**src/cache_cfg_pkg.sv**
```systemverilog
// cache geometry with address split, word and line widths and set count

package cache_cfg_pkg;

    // ------------------------------------------------------------------------
    // address and data widths
    // ------------------------------------------------------------------------
    // byte address from the core
    localparam int ADDR_W = 32;
    // one core data word
    localparam int WORD_W = 32;
    // one cache line of four words
    localparam int LINE_W = 128;

    // ------------------------------------------------------------------------
    // address split into tag, index and offset
    // ------------------------------------------------------------------------
    // byte offset inside a line
    localparam int OFFSET_W = $clog2(LINE_W / 8);
    // set index
    localparam int INDEX_W = 4;
    // tag takes whatever is left of the address
    localparam int TAG_W = ADDR_W - INDEX_W - OFFSET_W;

    // number of sets per way
    localparam int NUM_SETS = 2 ** INDEX_W;
    // words held by one line
    localparam int WORDS_PER_LINE = LINE_W / WORD_W;

endpackage

```
**src/cache_types_pkg.sv**
```systemverilog
// cache port and way payload structs shared by the controller and the ways

package cache_types_pkg;

    // core side load or store request held as a level until granted
    typedef struct packed {
        logic                                valid;
        logic                                we;
        logic [cache_cfg_pkg::ADDR_W-1:0]    addr;
        logic [cache_cfg_pkg::WORD_W/8-1:0]  be;
        logic [cache_cfg_pkg::WORD_W-1:0]    wdata;
    } core_req_t;

    // one cycle response pulse whose rdata is zero for stores
    typedef struct packed {
        logic                                valid;
        logic [cache_cfg_pkg::WORD_W-1:0]    rdata;
    } core_resp_t;

    // line request to memory held until the ack strobe
    typedef struct packed {
        logic                                                    valid;
        logic                                                    we;
        logic [cache_cfg_pkg::TAG_W+cache_cfg_pkg::INDEX_W-1:0]  line_addr;
        logic [cache_cfg_pkg::LINE_W-1:0]                        wline;
    } mem_req_t;

    // tag state of one set in one way
    typedef struct packed {
        logic                                valid;
        logic                                dirty;
        logic [cache_cfg_pkg::TAG_W-1:0]     tag;
    } tag_entry_t;

    // command broadcast to every way where only the enabled way writes
    typedef struct packed {
        logic [cache_cfg_pkg::INDEX_W-1:0]   index;
        logic [cache_cfg_pkg::TAG_W-1:0]     tag;
        logic [cache_cfg_pkg::LINE_W-1:0]    wline;
        logic [cache_cfg_pkg::LINE_W/8-1:0]  be;
        logic                                set_dirty;
        logic                                valid;
    } way_cmd_t;

    // lookup result of one way at the command index
    typedef struct packed {
        logic                                hit;
        tag_entry_t                          entry;
        logic [cache_cfg_pkg::LINE_W-1:0]    line;
    } way_resp_t;

endpackage

```
**src/cache_way_select.sv**
```systemverilog
// merges the way results into hit and line, and picks the round-robin victim
`timescale 1ns/1ps

module cache_way_select #(
    parameter int NUM_WAYS = 2
) (
    input  logic                                       clk_i,
    input  logic                                       rst_ni,
    input  cache_types_pkg::way_resp_t [NUM_WAYS-1:0]  way_resp_i,
    input  logic                                       victim_adv_i,
    output logic                                       hit_o,
    output logic [NUM_WAYS-1:0]                        hit_way_o,
    output logic [cache_cfg_pkg::LINE_W-1:0]           hit_line_o,
    output logic [NUM_WAYS-1:0]                        victim_way_o,
    output cache_types_pkg::way_resp_t                 victim_o
);

    typedef logic [NUM_WAYS-1:0] way_vec_t;

    // one-hot round-robin pointer
    way_vec_t rr_q;

    // ------------------------------------------------------------------------
    // hit merge
    // ------------------------------------------------------------------------
    always_comb begin
        hit_line_o = '0;
        for (int i = 0; i < NUM_WAYS; i++) begin
            hit_way_o[i] = way_resp_i[i].hit;
            // at most one way hits
            if (way_resp_i[i].hit) begin
                hit_line_o = way_resp_i[i].line;
            end
        end
    end

    assign hit_o = |hit_way_o;

    // ------------------------------------------------------------------------
    // victim choice
    // ------------------------------------------------------------------------
    always_comb begin
        victim_way_o = rr_q;
        // lowest invalid way wins over the pointer
        for (int i = NUM_WAYS - 1; i >= 0; i--) begin
            if (!way_resp_i[i].entry.valid) begin
                victim_way_o    = '0;
                victim_way_o[i] = 1'b1;
            end
        end
        victim_o = '0;
        for (int i = 0; i < NUM_WAYS; i++) begin
            if (victim_way_o[i]) begin
                victim_o = way_resp_i[i];
            end
        end
    end

    // pointer rotates once per refill and starts at way 0
    always_ff @(posedge clk_i or negedge rst_ni) begin
        if (!rst_ni) begin
            rr_q <= way_vec_t'(1);
        end else if (victim_adv_i) begin
            rr_q <= {rr_q[NUM_WAYS-2:0], rr_q[NUM_WAYS-1]};
        end
    end

endmodule

```
**config.mk**
```make
export PLATFORM = sky130hd
export DESIGN_NAME = cache_way_select
export DESIGN_NICKNAME = d
export VERILOG_FILES = /design/src/cache_cfg_pkg.sv /design/src/cache_types_pkg.sv /design/src/cache_way_select.sv
export SDC_FILE = /design/constraint.sdc
export NUM_CORES = 1
export LEC_CHECK = 0
export ABC_CLOCK_PERIOD_IN_PS = 4110
export BUFFER_PORTS_ARGS = -buffer_cell sky130_fd_sc_hd__buf_2
export CORE_AREA = 2 2 234 236
export DETAILED_ROUTE_END_ITERATION = 8
export DIE_AREA = 0 0 236 238
export PLACE_DENSITY_LB_ADDON = 0.1
export SYNTH_ARGS = -nofsm -noshare
export SYNTH_HDL_FRONTEND = slang
export SYNTH_SLANG_ARGS = --single-unit
```
**constraint.sdc**
```tcl
create_clock -name clk_i -period 4.11 [get_ports clk_i]
set_input_delay 0.411 -clock clk_i [delete_from_list [all_inputs] [get_ports clk_i]]
set_output_delay 0.411 -clock clk_i [all_outputs]
set_load 0.01 [all_outputs]
```
==> key figures <==
Worst setup path
  – Startpoint Class: flip-flop
  – R2r setup slk: 3260 ps
  – Buf/Inv on CP: 2
  – Top delay family on crit path: simple AND/OR/NAND/NOR gates
  – Worst R2R Start: rr_q[0]
  – Arr. time, crit path: 2130 ps
  – Crit. End Element: primary output
  – CP cell instances: nand2b_4 -> and2_4 -> buf_12 -> a22o_1 -> buf_2
  – Crit-path max cell delay: about 450 ps
  – CP max-delay cell: and2_4
  – Crit path launch: rr_q[1]
  – Worst r2r dst: rr_q[0]
  – FF-to-FF path depth: 2
  – Critical Path End: victim_o[15]
  – WP depth: 5
  – Critical path peak fanout: 87
  – Critical Path RT: approximately 3700 ps
  – Crit Path Class: reg -> out

Detailed routing
  – Residual DRC count: 0
  – Routed Antenna Nets: 0
  – Detailed Route WL: about 32000 um
  – Initial DRC count: ~160
  – WL per Instance: approximately 17 um
  – DRT Pass-1 Iters: 5
  – Via/cell ratio: around 3.7
  – Via count: 6849

Power
  – Leakage: 4.12 nW
  – P_sw: about 700 uW
  – PwrDens: ~190 nW/um2
  – Flop pwr share: 0.025
  – Clock share of power: 0.111
  – Int Power: about 670 uW
  – Net Sw Frac: 0.512
  – Combinational Power Share: 0.864
  – VDD IR max: ~0.071 mV

Logic synthesis
  – Synth Register Bits: 2
  – Synth Warn #: 0
  – Gate Count Post-Synth: 628
  – Mapped Nets: approximately 940
  – Post-synthesis cell type count: 16
  – Seq/Total Area, Yosys: 0.0149
  – Post-Syn Area: between 3000 and 4000 um2
  – Avg Inst Size Synth: roughly 5.5 um2

Finish
  – Max reg flops: 2
  – Most common cell after layout, fill and taps aside: buf_2
  – Largest regs: rr_q: 2 flops
  – Final #Nets: 1486
  – Largest Register: rr_q
  – Layout cells sized above 1: 0.534
  – Non-Filler Instances: approximately 1900
  – Most frequent cells in the layout: buf_2 (598), nand2_1 (259), a22o_1 (154)
  – Syn-to-layout area delta: 111%

Run
  – Max Cap Viol: 0

Placement
  – Gpl congestion: roughly 0.76
  – Pre-CTS setup slack: about 1700 ps
  – Dpl cells: between 1500 and 2000
  – Dpl hpwl: between 20000 and 30000 um
  – # port buffers: 600

Clock tree
  – Root buffer cell: clkbuf_16
  – CTS Buffer Depth: 2
  – Clock-pin slew on the worst setup and hold paths: ~30 ps
  – Clock Latency Late Sink: ~220 ps
  – CTS tree: built
  – CTS Buf Count: 3
  – Clk sinks: 2
  – Resized cells post-CTS: 0
  – H-tree depth: 1

Global routing
  – Largest net degree at the start of global routing: just over 90
  – Initial antenna violation count: 6
  – First-pass GRT wire length: 44700 um
  – Grt ovf: 0
  – Vias in the first global route: a little under 7000
  – GRT Total Usage: 0.103

STA
  – Maximum clock rate: between 0.3 and 0.4 GHz
  – Hold Vio Cnt, Final: 0
  – Setup Viol. Count Final: 0
  – Worst slew pin tran: between 700 and 800 ps
  – Slew headroom: 0.523
  – Setup TNS: 0 ps
  – Final Max Tran Viols: 0
  – Final Cycle Share: 0.619
  – Min Tclk post-route: between 2000 and 3000 ps
  – PnR worst setup slack: 1570 ps
  – RSZ-0062 raised after global routing: false
  – Clock Skews: 2.71 ps

Die
  – FP Rows: 85
  – Die width: 236 um
  – Top Ports: about 600
  – Die area: 56200 um2
  – Core ar.: 53500 um2
  – Die span in y: between 200 and 250 um
  – Initial Util: 0.0643

Worst hold path
  – Hold path start: victim_adv_i
  – Hold Path Class: in -> reg

Status
  – Status: completed
[layer usage]
layer  up-vias  part of all wire  wire length, um  track usage
met2       347              0.55            17600        0.211
met5         -                 0                0            0
li1       3343                 -                -            -
met1      3141              0.37            11700        0.110
met4         0             0.012              369       0.0145
met3        18             0.067             2130       0.0194
[worst reg2reg max path, cell delays in order, from the launching register on]
cell and delay (ps):
dfstp_2 560, inv_2 60, o21ai_0 150
[Yosys cell counts]
library cell	n	share of area
and2_1	1	0.0018
o21ai_0	129	0.19
nand2_1	259	0.28
dfrtp_1	1	0.0073
inv_2	1	0.0011
nand2b_4	1	0.0040
dfstp_2	1	0.0076
or2_2	1	0.0018
o21ai_4	1	0.0047
buf_2	38	0.055
buf_4	5	0.011
clkbuf_1	31	0.034
buf_1	3	0.0033
a22o_1	154	0.39
o211a_1	1	0.0029
mux2_2	1	0.0033
[metrics by stage]
step | util | instance area, um2 | hold slack (ps) | power (mW)
2_1_floorplan | - | 3440 | 115 | 0.623
3_3_place_gp | 0.134 | 7180 | 199 | 1.25
3_5_place_dp | 0.134 | 7180 | 203 | 1.23
4_1_cts | 0.136 | 7270 | 379 | 1.39
5_1_grt | 0.136 | 7270 | 409 | 1.48
6_report | 0.136 | 7270 | 381 | 1.36
[cell type report]
cell class              count  area (um2)
clock buffers               4        78.8
fillers                  6337       46200
inverters                   1        3.75
diodes                      2        5.00
multi-input cells         548        3030
well taps                 696         871
flip-flops and latches      2        51.3
repair buffers            617        3230
[power groups by stage]
| stage | sequential, mW | combinational, mW | clock, mW |
|---|---|---|---|
| after floorplan | 0.0319 | 0.591 | 0 |
| after global placement | 0.0349 | 1.22 | 0 |
| after detailed placement | 0.0347 | 1.20 | 0 |
| after CTS | 0.0346 | 1.20 | 0.153 |
| after global routing | 0.0357 | 1.29 | 0.157 |
| final | 0.0346 | 1.18 | 0.151 |
[logic make-up (layout without fill, tap and decap cells)]
logic type	count (synthesis)	after routing	synth area share
AO/OA/AOI/OAI	285	285	0.587
buffers and inverters	78	622	0.104
flip-flops	2	2	0.0149
multiplexers	1	1	0.00327
other	0	2	0
AND/OR/NAND/NOR	262	262	0.290
[repair_timing]
item,in CTS,in global routing
hold buffers,1,0
hold endpoints to repair,1,0
buffers inserted,0,0
[worst min-delay path by stage]
| stage | to | cells after the start |
|---|---|---|
| after CTS | rr_q[0] | 2 |
| after global routing | rr_q[0] | 2 |
| after detailed placement | rr_q[1] | 1 |
| after global placement | rr_q[1] | 1 |
| final | rr_q[0] | 2 |
| after floorplan | rr_q[1] | 0 |
(Power assumes the default switching activity.)
