==> src/cache_cfg_pkg.sv <==
// cache geometry with address split, word and line widths and set count

package cache_cfg_pkg;

    // ------------------------------------------------------------------------
    // address and data widths
    // ------------------------------------------------------------------------
    // byte address from the core
    localparam int ADDR_W = 32;
    // one core data word
    localparam int WORD_W = 32;
    // one cache line of four words
    localparam int LINE_W = 128;

    // ------------------------------------------------------------------------
    // address split into tag, index and offset
    // ------------------------------------------------------------------------
    // byte offset inside a line
    localparam int OFFSET_W = $clog2(LINE_W / 8);
    // set index
    localparam int INDEX_W = 4;
    // tag takes whatever is left of the address
    localparam int TAG_W = ADDR_W - INDEX_W - OFFSET_W;

    // number of sets per way
    localparam int NUM_SETS = 2 ** INDEX_W;
    // words held by one line
    localparam int WORDS_PER_LINE = LINE_W / WORD_W;

endpackage

==> src/cache_types_pkg.sv <==
// cache port and way payload structs shared by the controller and the ways

package cache_types_pkg;

    // core side load or store request held as a level until granted
    typedef struct packed {
        logic                                valid;
        logic                                we;
        logic [cache_cfg_pkg::ADDR_W-1:0]    addr;
        logic [cache_cfg_pkg::WORD_W/8-1:0]  be;
        logic [cache_cfg_pkg::WORD_W-1:0]    wdata;
    } core_req_t;

    // one cycle response pulse whose rdata is zero for stores
    typedef struct packed {
        logic                                valid;
        logic [cache_cfg_pkg::WORD_W-1:0]    rdata;
    } core_resp_t;

    // line request to memory held until the ack strobe
    typedef struct packed {
        logic                                                    valid;
        logic                                                    we;
        logic [cache_cfg_pkg::TAG_W+cache_cfg_pkg::INDEX_W-1:0]  line_addr;
        logic [cache_cfg_pkg::LINE_W-1:0]                        wline;
    } mem_req_t;

    // tag state of one set in one way
    typedef struct packed {
        logic                                valid;
        logic                                dirty;
        logic [cache_cfg_pkg::TAG_W-1:0]     tag;
    } tag_entry_t;

    // command broadcast to every way where only the enabled way writes
    typedef struct packed {
        logic [cache_cfg_pkg::INDEX_W-1:0]   index;
        logic [cache_cfg_pkg::TAG_W-1:0]     tag;
        logic [cache_cfg_pkg::LINE_W-1:0]    wline;
        logic [cache_cfg_pkg::LINE_W/8-1:0]  be;
        logic                                set_dirty;
        logic                                valid;
    } way_cmd_t;

    // lookup result of one way at the command index
    typedef struct packed {
        logic                                hit;
        tag_entry_t                          entry;
        logic [cache_cfg_pkg::LINE_W-1:0]    line;
    } way_resp_t;

endpackage

==> src/cache_reg_array.sv <==
// register array with asynchronous read and one write port for any entry type
`timescale 1ns/1ps

module cache_reg_array #(
    parameter type entry_t = logic,
    parameter int  DEPTH   = 16
) (
    input  logic                     clk_i,
    input  logic                     rst_ni,
    input  logic                     we_i,
    input  logic [$clog2(DEPTH)-1:0] waddr_i,
    input  entry_t                   wdata_i,
    input  logic [$clog2(DEPTH)-1:0] raddr_i,
    output entry_t                   rdata_o
);

    entry_t mem_q [DEPTH];

    // cleared on reset so every tag starts invalid
    always_ff @(posedge clk_i or negedge rst_ni) begin
        if (!rst_ni) begin
            for (int i = 0; i < DEPTH; i++) begin
                mem_q[i] <= '0;
            end
        end else if (we_i) begin
            mem_q[waddr_i] <= wdata_i;
        end
    end

    // combinational read where a write shows up after the edge
    assign rdata_o = mem_q[raddr_i];

endmodule

==> src/cache_way.sv <==
// one cache way with tag and data arrays, tag compare and byte masked line write
`timescale 1ns/1ps

module cache_way (
    input  logic                          clk_i,
    input  logic                          rst_ni,
    input  cache_types_pkg::way_cmd_t     cmd_i,
    input  logic                          we_i,
    output cache_types_pkg::way_resp_t    resp_o
);

    cache_types_pkg::tag_entry_t          entry_rd;
    cache_types_pkg::tag_entry_t          entry_wr;
    logic [cache_cfg_pkg::LINE_W-1:0]     line_rd;
    logic [cache_cfg_pkg::LINE_W-1:0]     line_wr;

    // ------------------------------------------------------------------------
    // storage
    // ------------------------------------------------------------------------
    // tag state per set
    cache_reg_array #(
        .entry_t (cache_types_pkg::tag_entry_t),
        .DEPTH   (cache_cfg_pkg::NUM_SETS)
    ) i_tag_array (
        .clk_i   (clk_i),
        .rst_ni  (rst_ni),
        .we_i    (we_i),
        .waddr_i (cmd_i.index),
        .wdata_i (entry_wr),
        .raddr_i (cmd_i.index),
        .rdata_o (entry_rd)
    );

    // line data per set
    cache_reg_array #(
        .entry_t (logic [cache_cfg_pkg::LINE_W-1:0]),
        .DEPTH   (cache_cfg_pkg::NUM_SETS)
    ) i_data_array (
        .clk_i   (clk_i),
        .rst_ni  (rst_ni),
        .we_i    (we_i),
        .waddr_i (cmd_i.index),
        .wdata_i (line_wr),
        .raddr_i (cmd_i.index),
        .rdata_o (line_rd)
    );

    // merge new bytes over the stored line where a refill sets every mask bit
    always_comb begin
        for (int b = 0; b < cache_cfg_pkg::LINE_W / 8; b++) begin
            line_wr[b*8 +: 8] = cmd_i.be[b] ? cmd_i.wline[b*8 +: 8] : line_rd[b*8 +: 8];
        end
    end

    // store marks the line dirty and refill leaves it clean
    assign entry_wr.valid = cmd_i.valid;
    assign entry_wr.dirty = cmd_i.set_dirty;
    assign entry_wr.tag   = cmd_i.tag;

    // lookup result
    assign resp_o.hit   = entry_rd.valid && (entry_rd.tag == cmd_i.tag);
    assign resp_o.entry = entry_rd;
    assign resp_o.line  = line_rd;

endmodule

==> config.mk <==
export PLATFORM = sky130hd
export DESIGN_NAME = cache_way
export DESIGN_NICKNAME = d
export VERILOG_FILES = /design/src/cache_cfg_pkg.sv /design/src/cache_types_pkg.sv /design/src/cache_reg_array.sv /design/src/cache_way.sv
export SDC_FILE = /design/constraint.sdc
export NUM_CORES = 2
export LEC_CHECK = 0
export BUFFER_PORTS_ARGS = -buffer_cell sky130_fd_sc_hd__buf_2
export CORE_UTILIZATION = 45
export CTS_BUF_LIST = sky130_fd_sc_hd__clkbuf_8 sky130_fd_sc_hd__clkbuf_16
export CTS_CLUSTER_DIAMETER = 150
export DETAILED_ROUTE_END_ITERATION = 7
export MAX_ROUTING_LAYER = met4
export PLACE_DENSITY = 0.69
export SETUP_SLACK_MARGIN = 0.2
export SYNTH_ARGS = -nofsm -noshare
export SYNTH_HDL_FRONTEND = slang
export SYNTH_HIERARCHICAL = 1
export SYNTH_SLANG_ARGS = --single-unit
==> constraint.sdc <==
create_clock -name clk_i -period 6 [get_ports clk_i]
set_clock_uncertainty 0.2 [all_clocks]
set_input_delay 0.6 -clock clk_i [delete_from_list [all_inputs] [get_ports clk_i]]
set_output_delay 0.6 -clock clk_i [all_outputs]
set_load 0.01 [all_outputs]
==> impl_metrics.py <==
metrics = {
    "cts": {
        "htreeDepth": 5,
        "clkTransAtPathRegs_ns": 0.06,
        "clockBufferDepth": 4,
        "cts_tree": "built",
        "clockRootBuffer": "clkbuf_16",
        "cts_made_buffers": 285,
        "cts_setup_buffers": 0,
        "insertion_delay_ns": 0.95,
        "clkSinkCount": 2464,
    },
    "synthesis": {
        "yosys_warnings": 6,
        "syn_nets": 7227,
        "synth_top_area_frac": 0.5491,
        "synth_cells": 7050,
        "synth_ff_type": "dfrtp_1",
        "synth_edf_count": 0,
        "yosysUniqueCellTypes": 41,
        "yosys.area.top_type": "dfrtp_1",
        "ys_ff_latch": 2464,
        "yosys-top-cells-area": "dfrtp_1 (55%), mux2_2 (26%), mux4_2 (10%)",
        "async_reset_ff_frac": 1.000,
        "seq_area_frac_synth": 0.5491,
        "syn_avg_cell_area_um2": 15.93,
        "synth_area_mm2": 0.1123,
    },
    "power": {
        "irDropWorstVdd_uv": 277.7,
        "powerDensity_mw_per_mm2": 403.2,
        "p_total_mw": 51.15,
        "power.leakage_nw": 55.84,
    },
    "placed_design": {
        "gp_congestion": 0.7575,
        "port_buffers": 331,
        "place.detailed.hpwl_um": 166700,
    },
    "cells_and_area": {
        "drive_gt1_frac": 0.5564,
        "areaGrowthSynthToFinish_pct": 12.97,
        "final_nets": 7392,
    },
    "detailed_routing": {
        "ant_nets": 0,
        "firstDrtPassIters": 6,
        "drc": 0,
        "vias_per_cell": 5.986,
        "detail_route.wl_per_cell_um": 27.70,
        "drtIter0Drc": 4724,
        "wirelength_um": 297800,
        "via_count": 64364,
    },
    "critical_path": {
        "end_kind": "primary output",
        "crit_family": "buffers and inverters",
        "arrival_ns": 3.80,
        "critPathKind": "in -> out",
        "r2r-start": "i_data_array/mem_q[1344]",
        "crit_fanout": 69,
        "cp.buffers_inverters": 3,
        "cp-start-kind": "input pin",
        "crit_start": "cmd_i[170]",
        "cp.required_ns": 5.20,
        "path_cells": "buf_8 > buf_12 > mux4_2 > a22oi_1 > nand2_1 > xor2_1 > nor4_1 > nand3_1 > nor4_2 > buf_2",
        "rrSetupSlack_ns": 3.33,
        "cp_slowest_cell": "buf_8",
        "slowest_delay_ns": 0.63,
    },
    "grt": {
        "grt_pass1_wl_um": 454400,
        "grt_remaining_overflow": 0,
        "grt_usage": 0.2470,
        "grt_max_degree": 171,
        "antenna_found_initial": 17,
        "grt_pass1_vias": 69702,
    },
    "sta": {
        "slew_violations": 0,
        "fin_setup_tns_ns": 0,
        "rsz0062_at_grt": "false",
        "final-hold-violation-count": 0,
        "fin_crit_sh": 0.7665,
        "max_freq_mhz": 217.4,
        "min_period_ns": 4.599,
        "worst_pin_slew_ns": 1.211,
        "maxSlewHeadroom": 0.1898,
        "setup_viol": 0,
    },
    "die": {
        "fp.dieW_um": 501.5,
        "io_pins": 332,
        "dieArea_mm2": 0.2515,
        "num_rows": 183,
        "die_h_um": 501.5,
        "start_util": 0.4520,
        "core_area_mm2": 0.2484,
    },
    "min_path": {
        "min_from": "cmd_i[56]",
        "worstHoldPathType": "in -> reg",
    },
    "outcome": {
        "status": "finished clean",
    },
    "job": {
        "maxCapViolCount": 0,
    },
}
## Yosys cell counts, types with 5 or more instances
master and number:
a22oi_1 233, nor2_2 5, nand3_1 6, nand2b_1 19, o31ai_1 33, nor3_1 7, mux2_2 2607, dfrtp_1 2464
nor2b_1 23, xor2_1 15, xnor2_1 9, o22a_1 15, mux2i_1 42, buf_2 316, o22ai_1 66, o221ai_1 15
nor2_1 10, buf_1 25, mux2_4 20, and2_1 5, buf_4 31, nand2_1 99, mux4_2 523, buf_6 21
mux2_1 136, clkbuf_1 261, a221oi_1 12
## what timing repair did
action                    4_1_cts  5_1_grt
gates resized for setup         0        0
hold buffers                   38        0
hold endpoints to repair      504        0
## logic make-up after synthesis
logic type / Yosys count / synth area share
buffers and inverters: 658 / 0.02832
AND/OR/NAND/NOR: 202 / 0.009505
flip-flops: 2464 / 0.5491
XOR/XNOR: 24 / 0.001872
AO/OA/AOI/OAI: 374 / 0.02474
multiplexers: 3328 / 0.3864
## area by class of cell
cell class | instances | area, um^2
Clock inverter | 116 | 904.6
Antenna cell | 14 | 35.03
Tap cell | 3330 | 4167
Fill cell | 20336 | 121600
Sequential cell | 2464 | 61660
Timing Repair Buffer | 536 | 4118
Clock buffer | 365 | 8312
Multi-Input combinational cell | 3928 | 47640
## metrics by stage
stage	setup slack, ns	utilization	hold WS, ns	cell area, um^2	instances
floorplan	2.330	-	0.1044	112300	7050
global placement	1.302	0.4718	0.2618	117200	10220
detailed placement	1.288	0.4718	0.2737	117200	10220
CTS	1.362	0.5104	0.002199	126800	10739
global route	1.143	0.5105	0.05047	126800	10748
finish	1.401	0.5106	0.07442	126800	10753
## state kept, by name (all words and copies together) (netlist names)
signal and cells:
i_data_array/mem_q 2048, i_tag_array/mem_q 416
## cell usage in the layout (no fill, tap or decap), types with 3 or more instances in the layout
master	count
a221oi_1	12
a22oi_1	233
and2_1	3
buf_12	63
buf_2	326
buf_4	105
buf_8	3
bufinv_16	13
clkbuf_16	292
clkbuf_8	73
clkinv_2	31
clkinv_8	3
clkinvlp_4	7
dfrtp_1	2464
diode_2	14
dlygate4sd3_1	38
inv_1	57
inv_6	5
mux2_1	136
mux2_2	2607
mux2_4	20
mux2i_1	42
mux4_2	523
nand2_1	98
nand2b_1	17
nand3_1	6
nand3b_1	4
nor2_4	13
nor2b_1	17
nor2b_4	4
nor3_2	6
nor3_4	6
nor4_1	3
o221ai_1	15
o22a_1	15
o22ai_1	66
o31ai_1	33
xnor2_1	9
xor2_1	15
## power by group
part / switching [mW] / leakage, nW / total, mW / internal (mW)
sequential: 2.26 / 31.1 / 23.6 / 21.3
combinational: 4.38 / 20.0 / 10.6 / 6.20
clock: 6.75 / 4.78 / 17.0 / 10.2
## layer usage
| metal | global-route usage | vias to the layer above | wire (um) |
|---|---|---|---|
| met1 | 0.3313 | 35470 | 129500 |
| li1 | - | 26686 | - |
| met3 | 0.04095 | 486 | 16650 |
| met5 | - | - | 0 |
| met2 | 0.3874 | 1722 | 143500 |
| met4 | 0.07190 | 0 | 8187 |
## worst register-to-register path, stage by stage (launching register included)
cell     delay [ns]
dfrtp_1        0.37
mux4_2         0.49
a22oi_1        0.24
nand2_1        0.32
mux2_2         0.56
mux2_1         0.38
## final timing paths
| kind | end | cells after the start |
|---|---|---|
| worst max-delay path | resp_o[154] | 10 |
| min in group asynchronous | i_data_array/mem_q[345] | 2 |
| worst min-delay path | i_data_array/mem_q[1958] | 3 |
| worst max register to register | i_data_array/mem_q[1984] | 5 |
| max in group asynchronous | i_data_array/mem_q[607] | 4 |
| worst min register to register | i_data_array/mem_q[2045] | 1 |
Note: power is estimated with default switching activity, not from simulation.
