--- config.mk ---
export PLATFORM = sky130hd
export DESIGN_NAME = cache_ctrl_fsm
export DESIGN_NICKNAME = d
export VERILOG_FILES = /design/src/cache_cfg_pkg.sv /design/src/cache_types_pkg.sv /design/src/cache_ctrl_fsm.sv
export SDC_FILE = /design/constraint.sdc
export NUM_CORES = 1
export LEC_CHECK = 0
export BUFFER_PORTS_ARGS = -buffer_cell sky130_fd_sc_hd__buf_2
export CAP_MARGIN = 20
export CORE_AREA = 3 3 335 337
export DETAILED_ROUTE_END_ITERATION = 16
export DIE_AREA = 0 0 338 340
export SYNTH_ARGS = -nofsm -noshare
export SYNTH_HDL_FRONTEND = slang
export SYNTH_SLANG_ARGS = --single-unit
--- constraint.sdc ---
create_clock -name clk_i -period 6.2 [get_ports clk_i]
set_input_delay 1.55 -clock clk_i [delete_from_list [all_inputs] [get_ports clk_i]]
set_output_delay 1.55 -clock clk_i [all_outputs]
set_load 0.005 [all_outputs]
--- src/cache_cfg_pkg.sv ---
// cache geometry with address split, word and line widths and set count

package cache_cfg_pkg;

    // ------------------------------------------------------------------------
    // address and data widths
    // ------------------------------------------------------------------------
    // byte address from the core
    localparam int ADDR_W = 32;
    // one core data word
    localparam int WORD_W = 32;
    // one cache line of four words
    localparam int LINE_W = 128;

    // ------------------------------------------------------------------------
    // address split into tag, index and offset
    // ------------------------------------------------------------------------
    // byte offset inside a line
    localparam int OFFSET_W = $clog2(LINE_W / 8);
    // set index
    localparam int INDEX_W = 4;
    // tag takes whatever is left of the address
    localparam int TAG_W = ADDR_W - INDEX_W - OFFSET_W;

    // number of sets per way
    localparam int NUM_SETS = 2 ** INDEX_W;
    // words held by one line
    localparam int WORDS_PER_LINE = LINE_W / WORD_W;

endpackage

--- src/cache_types_pkg.sv ---
// cache port and way payload structs shared by the controller and the ways

package cache_types_pkg;

    // core side load or store request held as a level until granted
    typedef struct packed {
        logic                                valid;
        logic                                we;
        logic [cache_cfg_pkg::ADDR_W-1:0]    addr;
        logic [cache_cfg_pkg::WORD_W/8-1:0]  be;
        logic [cache_cfg_pkg::WORD_W-1:0]    wdata;
    } core_req_t;

    // one cycle response pulse whose rdata is zero for stores
    typedef struct packed {
        logic                                valid;
        logic [cache_cfg_pkg::WORD_W-1:0]    rdata;
    } core_resp_t;

    // line request to memory held until the ack strobe
    typedef struct packed {
        logic                                                    valid;
        logic                                                    we;
        logic [cache_cfg_pkg::TAG_W+cache_cfg_pkg::INDEX_W-1:0]  line_addr;
        logic [cache_cfg_pkg::LINE_W-1:0]                        wline;
    } mem_req_t;

    // tag state of one set in one way
    typedef struct packed {
        logic                                valid;
        logic                                dirty;
        logic [cache_cfg_pkg::TAG_W-1:0]     tag;
    } tag_entry_t;

    // command broadcast to every way where only the enabled way writes
    typedef struct packed {
        logic [cache_cfg_pkg::INDEX_W-1:0]   index;
        logic [cache_cfg_pkg::TAG_W-1:0]     tag;
        logic [cache_cfg_pkg::LINE_W-1:0]    wline;
        logic [cache_cfg_pkg::LINE_W/8-1:0]  be;
        logic                                set_dirty;
        logic                                valid;
    } way_cmd_t;

    // lookup result of one way at the command index
    typedef struct packed {
        logic                                hit;
        tag_entry_t                          entry;
        logic [cache_cfg_pkg::LINE_W-1:0]    line;
    } way_resp_t;

endpackage

--- src/cache_ctrl_fsm.sv ---
// blocking cache controller with lookup, two step store, write-back and refill
`timescale 1ns/1ps

module cache_ctrl_fsm #(
    parameter int NUM_WAYS = 2
) (
    input  logic                               clk_i,
    input  logic                               rst_ni,
    // core port
    input  cache_types_pkg::core_req_t         core_req_i,
    output logic                               gnt_o,
    output cache_types_pkg::core_resp_t        core_resp_o,
    output logic                               busy_o,
    // memory port
    output cache_types_pkg::mem_req_t          mem_req_o,
    input  logic                               mem_ack_i,
    input  logic [cache_cfg_pkg::LINE_W-1:0]   mem_rline_i,
    // way command side
    output cache_types_pkg::way_cmd_t          way_cmd_o,
    output logic [NUM_WAYS-1:0]                way_we_o,
    output logic                               victim_adv_o,
    // selector results
    input  logic                               hit_i,
    input  logic [NUM_WAYS-1:0]                hit_way_i,
    input  logic [cache_cfg_pkg::LINE_W-1:0]   hit_line_i,
    input  logic [NUM_WAYS-1:0]                victim_way_i,
    input  cache_types_pkg::way_resp_t         victim_i
);

    // low address bits that pick a byte inside a word
    localparam int WORD_LSB = $clog2(cache_cfg_pkg::WORD_W / 8);
    // word select width inside a line
    localparam int WSEL_W = cache_cfg_pkg::OFFSET_W - WORD_LSB;

    typedef logic [cache_cfg_pkg::LINE_W-1:0]   line_t;
    typedef logic [cache_cfg_pkg::LINE_W/8-1:0] line_be_t;

    typedef enum logic [2:0] {
        IDLE,
        LOOKUP,
        STORE_WRITE,
        WRITEBACK,
        REFILL
    } state_e;

    state_e                              state_d, state_q;
    // accepted request kept for the whole transaction
    cache_types_pkg::core_req_t          req_q;

    logic [cache_cfg_pkg::TAG_W-1:0]     req_tag;
    logic [cache_cfg_pkg::INDEX_W-1:0]   req_index;
    logic [WSEL_W-1:0]                   word_sel;

    // split the registered address
    assign req_tag   = req_q.addr[cache_cfg_pkg::ADDR_W-1 -: cache_cfg_pkg::TAG_W];
    assign req_index = req_q.addr[cache_cfg_pkg::OFFSET_W +: cache_cfg_pkg::INDEX_W];
    assign word_sel  = req_q.addr[cache_cfg_pkg::OFFSET_W-1:WORD_LSB];

    assign busy_o = (state_q != IDLE);

    // ------------------------------------------------------------------------
    // controller FSM
    // ------------------------------------------------------------------------
    always_comb begin
        state_d      = state_q;
        gnt_o        = 1'b0;
        core_resp_o  = '0;
        mem_req_o    = '0;
        way_we_o     = '0;
        victim_adv_o = 1'b0;
        // every way looks at the set of the held request
        way_cmd_o       = '0;
        way_cmd_o.index = req_index;
        way_cmd_o.tag   = req_tag;

        case (state_q)
            IDLE: begin
                // take a new request since the arrays are always ready
                if (core_req_i.valid) begin
                    gnt_o   = 1'b1;
                    state_d = LOOKUP;
                end
            end

            LOOKUP: begin
                if (hit_i) begin
                    if (req_q.we) begin
                        // store needs a second cycle to write the line
                        state_d = STORE_WRITE;
                    end else begin
                        core_resp_o.valid = 1'b1;
                        core_resp_o.rdata = hit_line_i[word_sel*cache_cfg_pkg::WORD_W +:
                                                       cache_cfg_pkg::WORD_W];
                        state_d = IDLE;
                    end
                end else if (victim_i.entry.valid && victim_i.entry.dirty) begin
                    // evict the dirty victim before the refill
                    state_d = WRITEBACK;
                end else begin
                    state_d = REFILL;
                end
            end

            STORE_WRITE: begin
                // set and tag are those of LOOKUP so the hit way still holds
                way_we_o            = hit_way_i;
                way_cmd_o.wline     = line_t'(req_q.wdata) << (word_sel * cache_cfg_pkg::WORD_W);
                way_cmd_o.be        = line_be_t'(req_q.be) << (word_sel * (2 ** WORD_LSB));
                way_cmd_o.set_dirty = 1'b1;
                way_cmd_o.valid     = 1'b1;
                core_resp_o.valid   = 1'b1;
                state_d             = IDLE;
            end

            WRITEBACK: begin
                // victim line stays put until the refill overwrites it
                mem_req_o.valid     = 1'b1;
                mem_req_o.we        = 1'b1;
                mem_req_o.line_addr = {victim_i.entry.tag, req_index};
                mem_req_o.wline     = victim_i.line;
                if (mem_ack_i) begin
                    state_d = REFILL;
                end
            end

            REFILL: begin
                mem_req_o.valid     = 1'b1;
                mem_req_o.line_addr = {req_tag, req_index};
                if (mem_ack_i) begin
                    // whole line, valid and clean, into the victim way
                    way_we_o            = victim_way_i;
                    way_cmd_o.wline     = mem_rline_i;
                    way_cmd_o.be        = '1;
                    way_cmd_o.valid     = 1'b1;
                    victim_adv_o        = 1'b1;
                    // repeat the lookup which now hits
                    state_d             = LOOKUP;
                end
            end

            default: begin
                state_d = IDLE;
            end
        endcase
    end

    // ------------------------------------------------------------------------
    // registers
    // ------------------------------------------------------------------------
    always_ff @(posedge clk_i or negedge rst_ni) begin
        if (!rst_ni) begin
            state_q <= IDLE;
        end else begin
            state_q <= state_d;
        end
    end

    // request payload loaded on grant
    always_ff @(posedge clk_i) begin
        if (gnt_o) begin
            req_q <= core_req_i;
        end
    end

endmodule

==> results by group <==
Outcome
  – Outcome: finished clean

Min path
  – Hold path cells: 3
  – Hold path endpoint: state_q[1]
  – Min-delay worst type: flop to flop
  – Hold_sp: req_q[68]

Floorplan
  – DIE AREA: 114900 um^2
  – Die height: 340 um
  – Core ar.: 109200 um^2
  – Die X: 338 um
  – Initial core utilization: 5.580%
  – Rows: 121
  – IO Count: 859

Synthesis
  – Synth cell count leaders: a22o_1 (150), and2_1 (129), edfxtp_1 (67)
  – Syn nets: 1048
  – Avg Inst Size Synth: 10.90 um^2
  – Most used DFF post-synth: edfxtp_1
  – Ys async rst share: 4.286%
  – Seq/Total Area, Yosys: 34.26%
  – Top cell type's share of synthesized area: 33.03%
  – Post-synth EDFFs: 67
  – Cell area after synthesis: 6091 um^2
  – Synth unique cells: 34
  – Most frequent cell after synthesis: a22o_1
  – Yosys reg bits: 70
  – Post-Synthesis Cells: 559
  – Syn. warnings: 0
  – Largest area contributor in the netlist: edfxtp_1
  – Synth top area cells: edfxtp_1 (33%), a22o_1 (22%), and2_1 (13%), mux4_2 (12%), buf_4 (5.3%)

CTS
  – Clock Path Buffers: 2
  – Post-CTS Setup Inserts: 0
  – Post-cts repair resize count: 0
  – Worst skew pair latency: 0.44 ns
  – Hold Buf Count CTS: 0
  – CTS tree: done
  – Clock transition at the registers of the reported paths: 0.11 ns
  – Num Clock Sinks: 70
  – Total CTS buffers: 9
  – H-tree depth: 3
  – Root Driver: clkbuf_16

Worst setup path
  – CP dominant cell by count: buf_2
  – R2R Setup Slk: 2.81 ns
  – CP cell instances: buf_2 > and2_4 > buf_4 > a22o_1 > buf_2
  – Critical Path Fanout Max: 78
  – FF-to-FF path depth: 4
  – Crit path DAT: 3.40 ns
  – Delay-heaviest family, CP: buffers and inverters
  – Buf+Inv Stages, Crit Path: 3
  – Kind of critical path: input pin to output port
  – CP Capture Type: output port
  – Worst R2R End: way_cmd_o[152]
  – Max stage delay on crit path: 0.73 ns
  – Startpoint types: input pin
  – Crit path from: mem_ack_i
  – Worst endpoint required time: 4.65 ns
  – Crit-path slowest cell: and2_4
  – RR Startpoint: state_q[1]

Route
  – Antenna-violating nets left: 0
  – Detailed Route Iter0 Violations: 483
  – Drt first pass iters: 5
  – Routed wire length: 83150 um
  – Average wire per standard cell: 29.14 um
  – DR DRC count: 0
  – Via/cell ratio: 3.097
  – Vias: 8838

STA
  – Final Hold Fails: 0
  – Rel. slew slack: 26.38%
  – Clock skew: 0.03703 ns
  – Crit share post-route: 79.77%
  – Final min period: 4.946 ns
  – Slew @ Worst Pin: 1.104 ns
  – Setup TNS: 0 ns
  – FMAX: 0.2022 GHz
  – Unrepaired setup endpoints after global routing: no
  – Setup Viol. Count Final: 0
  – Final slew viol count: 0

Cells and area
  – Final Util: 11.14%
  – Final net count: 1837
  – Fin cells: 2854
  – Share of cells above drive strength 1: 68.37%
  – Area Overhead vs Synth: 99.65%

Global routing
  – Total GRT Usage: 13.83%
  – Initial antenna violation count: 116
  – Largest net degree at the start of global routing: 131
  – Grt ovf: 0
  – Global-route wire length before repair: 99590 um
  – Vias in the first global route: 8486

Power
  – P per Cell Area: 266.2 nW/um^2
  – P_leak: 0.006202 uW
  – Worst vdd ir: 229.5 uV

Place
  – Port Buf Inserts: 855
  – GP Congestion: 0.8599
  – Placed cells: 2813
  – HPWL after detailed placement: 75570 um

Flow run
  – Number of max-cap violations: 0
-- state kept, by name, summed over array words and instances, names as in the netlist --
signal     count
state_q        3
way_cmd_o     28
req_q         39
-- metrics by stage --
step                area, um^2  power [uW]  hold WS, ns  worst slack [ns]
floorplan                 6091        1548       0.6162            0.2007
global placement         11780        2647       0.6725             1.323
detailed placement       11780        2668       0.6905             1.294
CTS                      12100        3399       0.6830             1.294
global route             12130        3466       0.7116             1.167
finish                   12160        3237       0.7025             1.254
-- layer usage --
layer	track usage (%)	vias up	wire length (um)	share of wire, %
li1	-	3723	-	-
met1	16.05	4180	32550	39
met2	23.18	697	38930	47
met3	6.388	192	9424	11
met4	2.915	46	1931	2.3
met5	0	-	313	0.38
-- worst max path at each step --
stage | to | slack (ns) | cells after the start
2_1_floorplan | gnt_o | 0.20 | 2
3_3_place_gp | way_cmd_o[112] | 1.32 | 5
3_5_place_dp | way_cmd_o[87] | 1.29 | 5
4_1_cts | way_cmd_o[87] | 1.29 | 5
5_1_grt | way_cmd_o[87] | 1.17 | 5
6_report | way_cmd_o[87] | 1.25 | 5
-- worst min-delay path: stages (launching register included) --
cell	delay, ns
edfxtp_1	0.32
nand2b_1	0.11
a21oi_1	0.06
a211oi_1	0.18
-- logic make-up (layout without fill, tap and decap cells) --
group | count (synthesis) | count (layout) | synth area share [%]
AO/OA/AOI/OAI | 175 | 175 | 24.57
other | 0 | 25 | 0
buffers and inverters | 91 | 885 | 9.223
multiplexers | 32 | 32 | 11.83
flip-flops | 70 | 70 | 34.26
AND/OR/NAND/NOR | 191 | 191 | 20.11
-- cells in the final DEF (no fill, tap or decap), types with 4 or more instances in the layout --
| master | instances |
|---|---|
| buf_2 | 855 |
| a22o_1 | 150 |
| and2_1 | 128 |
| edfxtp_1 | 67 |
| nor2b_1 | 36 |
| mux4_2 | 32 |
| diode_2 | 25 |
| a21o_1 | 17 |
| buf_4 | 10 |
| clkbuf_16 | 9 |
| nand2_1 | 4 |
| nor2_4 | 4 |
| nand2b_1 | 4 |
-- final cells by class --
cell class / instances / area [um^2]
Antenna cell: 25 / 62.56
Clock buffer: 9 / 225.2
Clock inverter: 7 / 96.34
Fill cell: 12680 / 97000
Inverter: 3 / 11.26
Multi-Input combinational cell: 398 / 3457
Sequential cell: 70 / 2087
Tap cell: 1476 / 1847
Timing Repair Buffer: 866 / 4374
-- where the power goes --
group / total, uW / internal (uW) / switching [uW] / leakage, uW
Sequential: 807 / 683 / 124 / 0.000668
Clock: 674 / 355 / 319 / 0.000160
Combinational: 1760 / 675 / 1080 / 0.00537
Total: 3240 / 1710 / 1520 / 0.00620
Note: power is estimated with default switching activity, not from simulation.
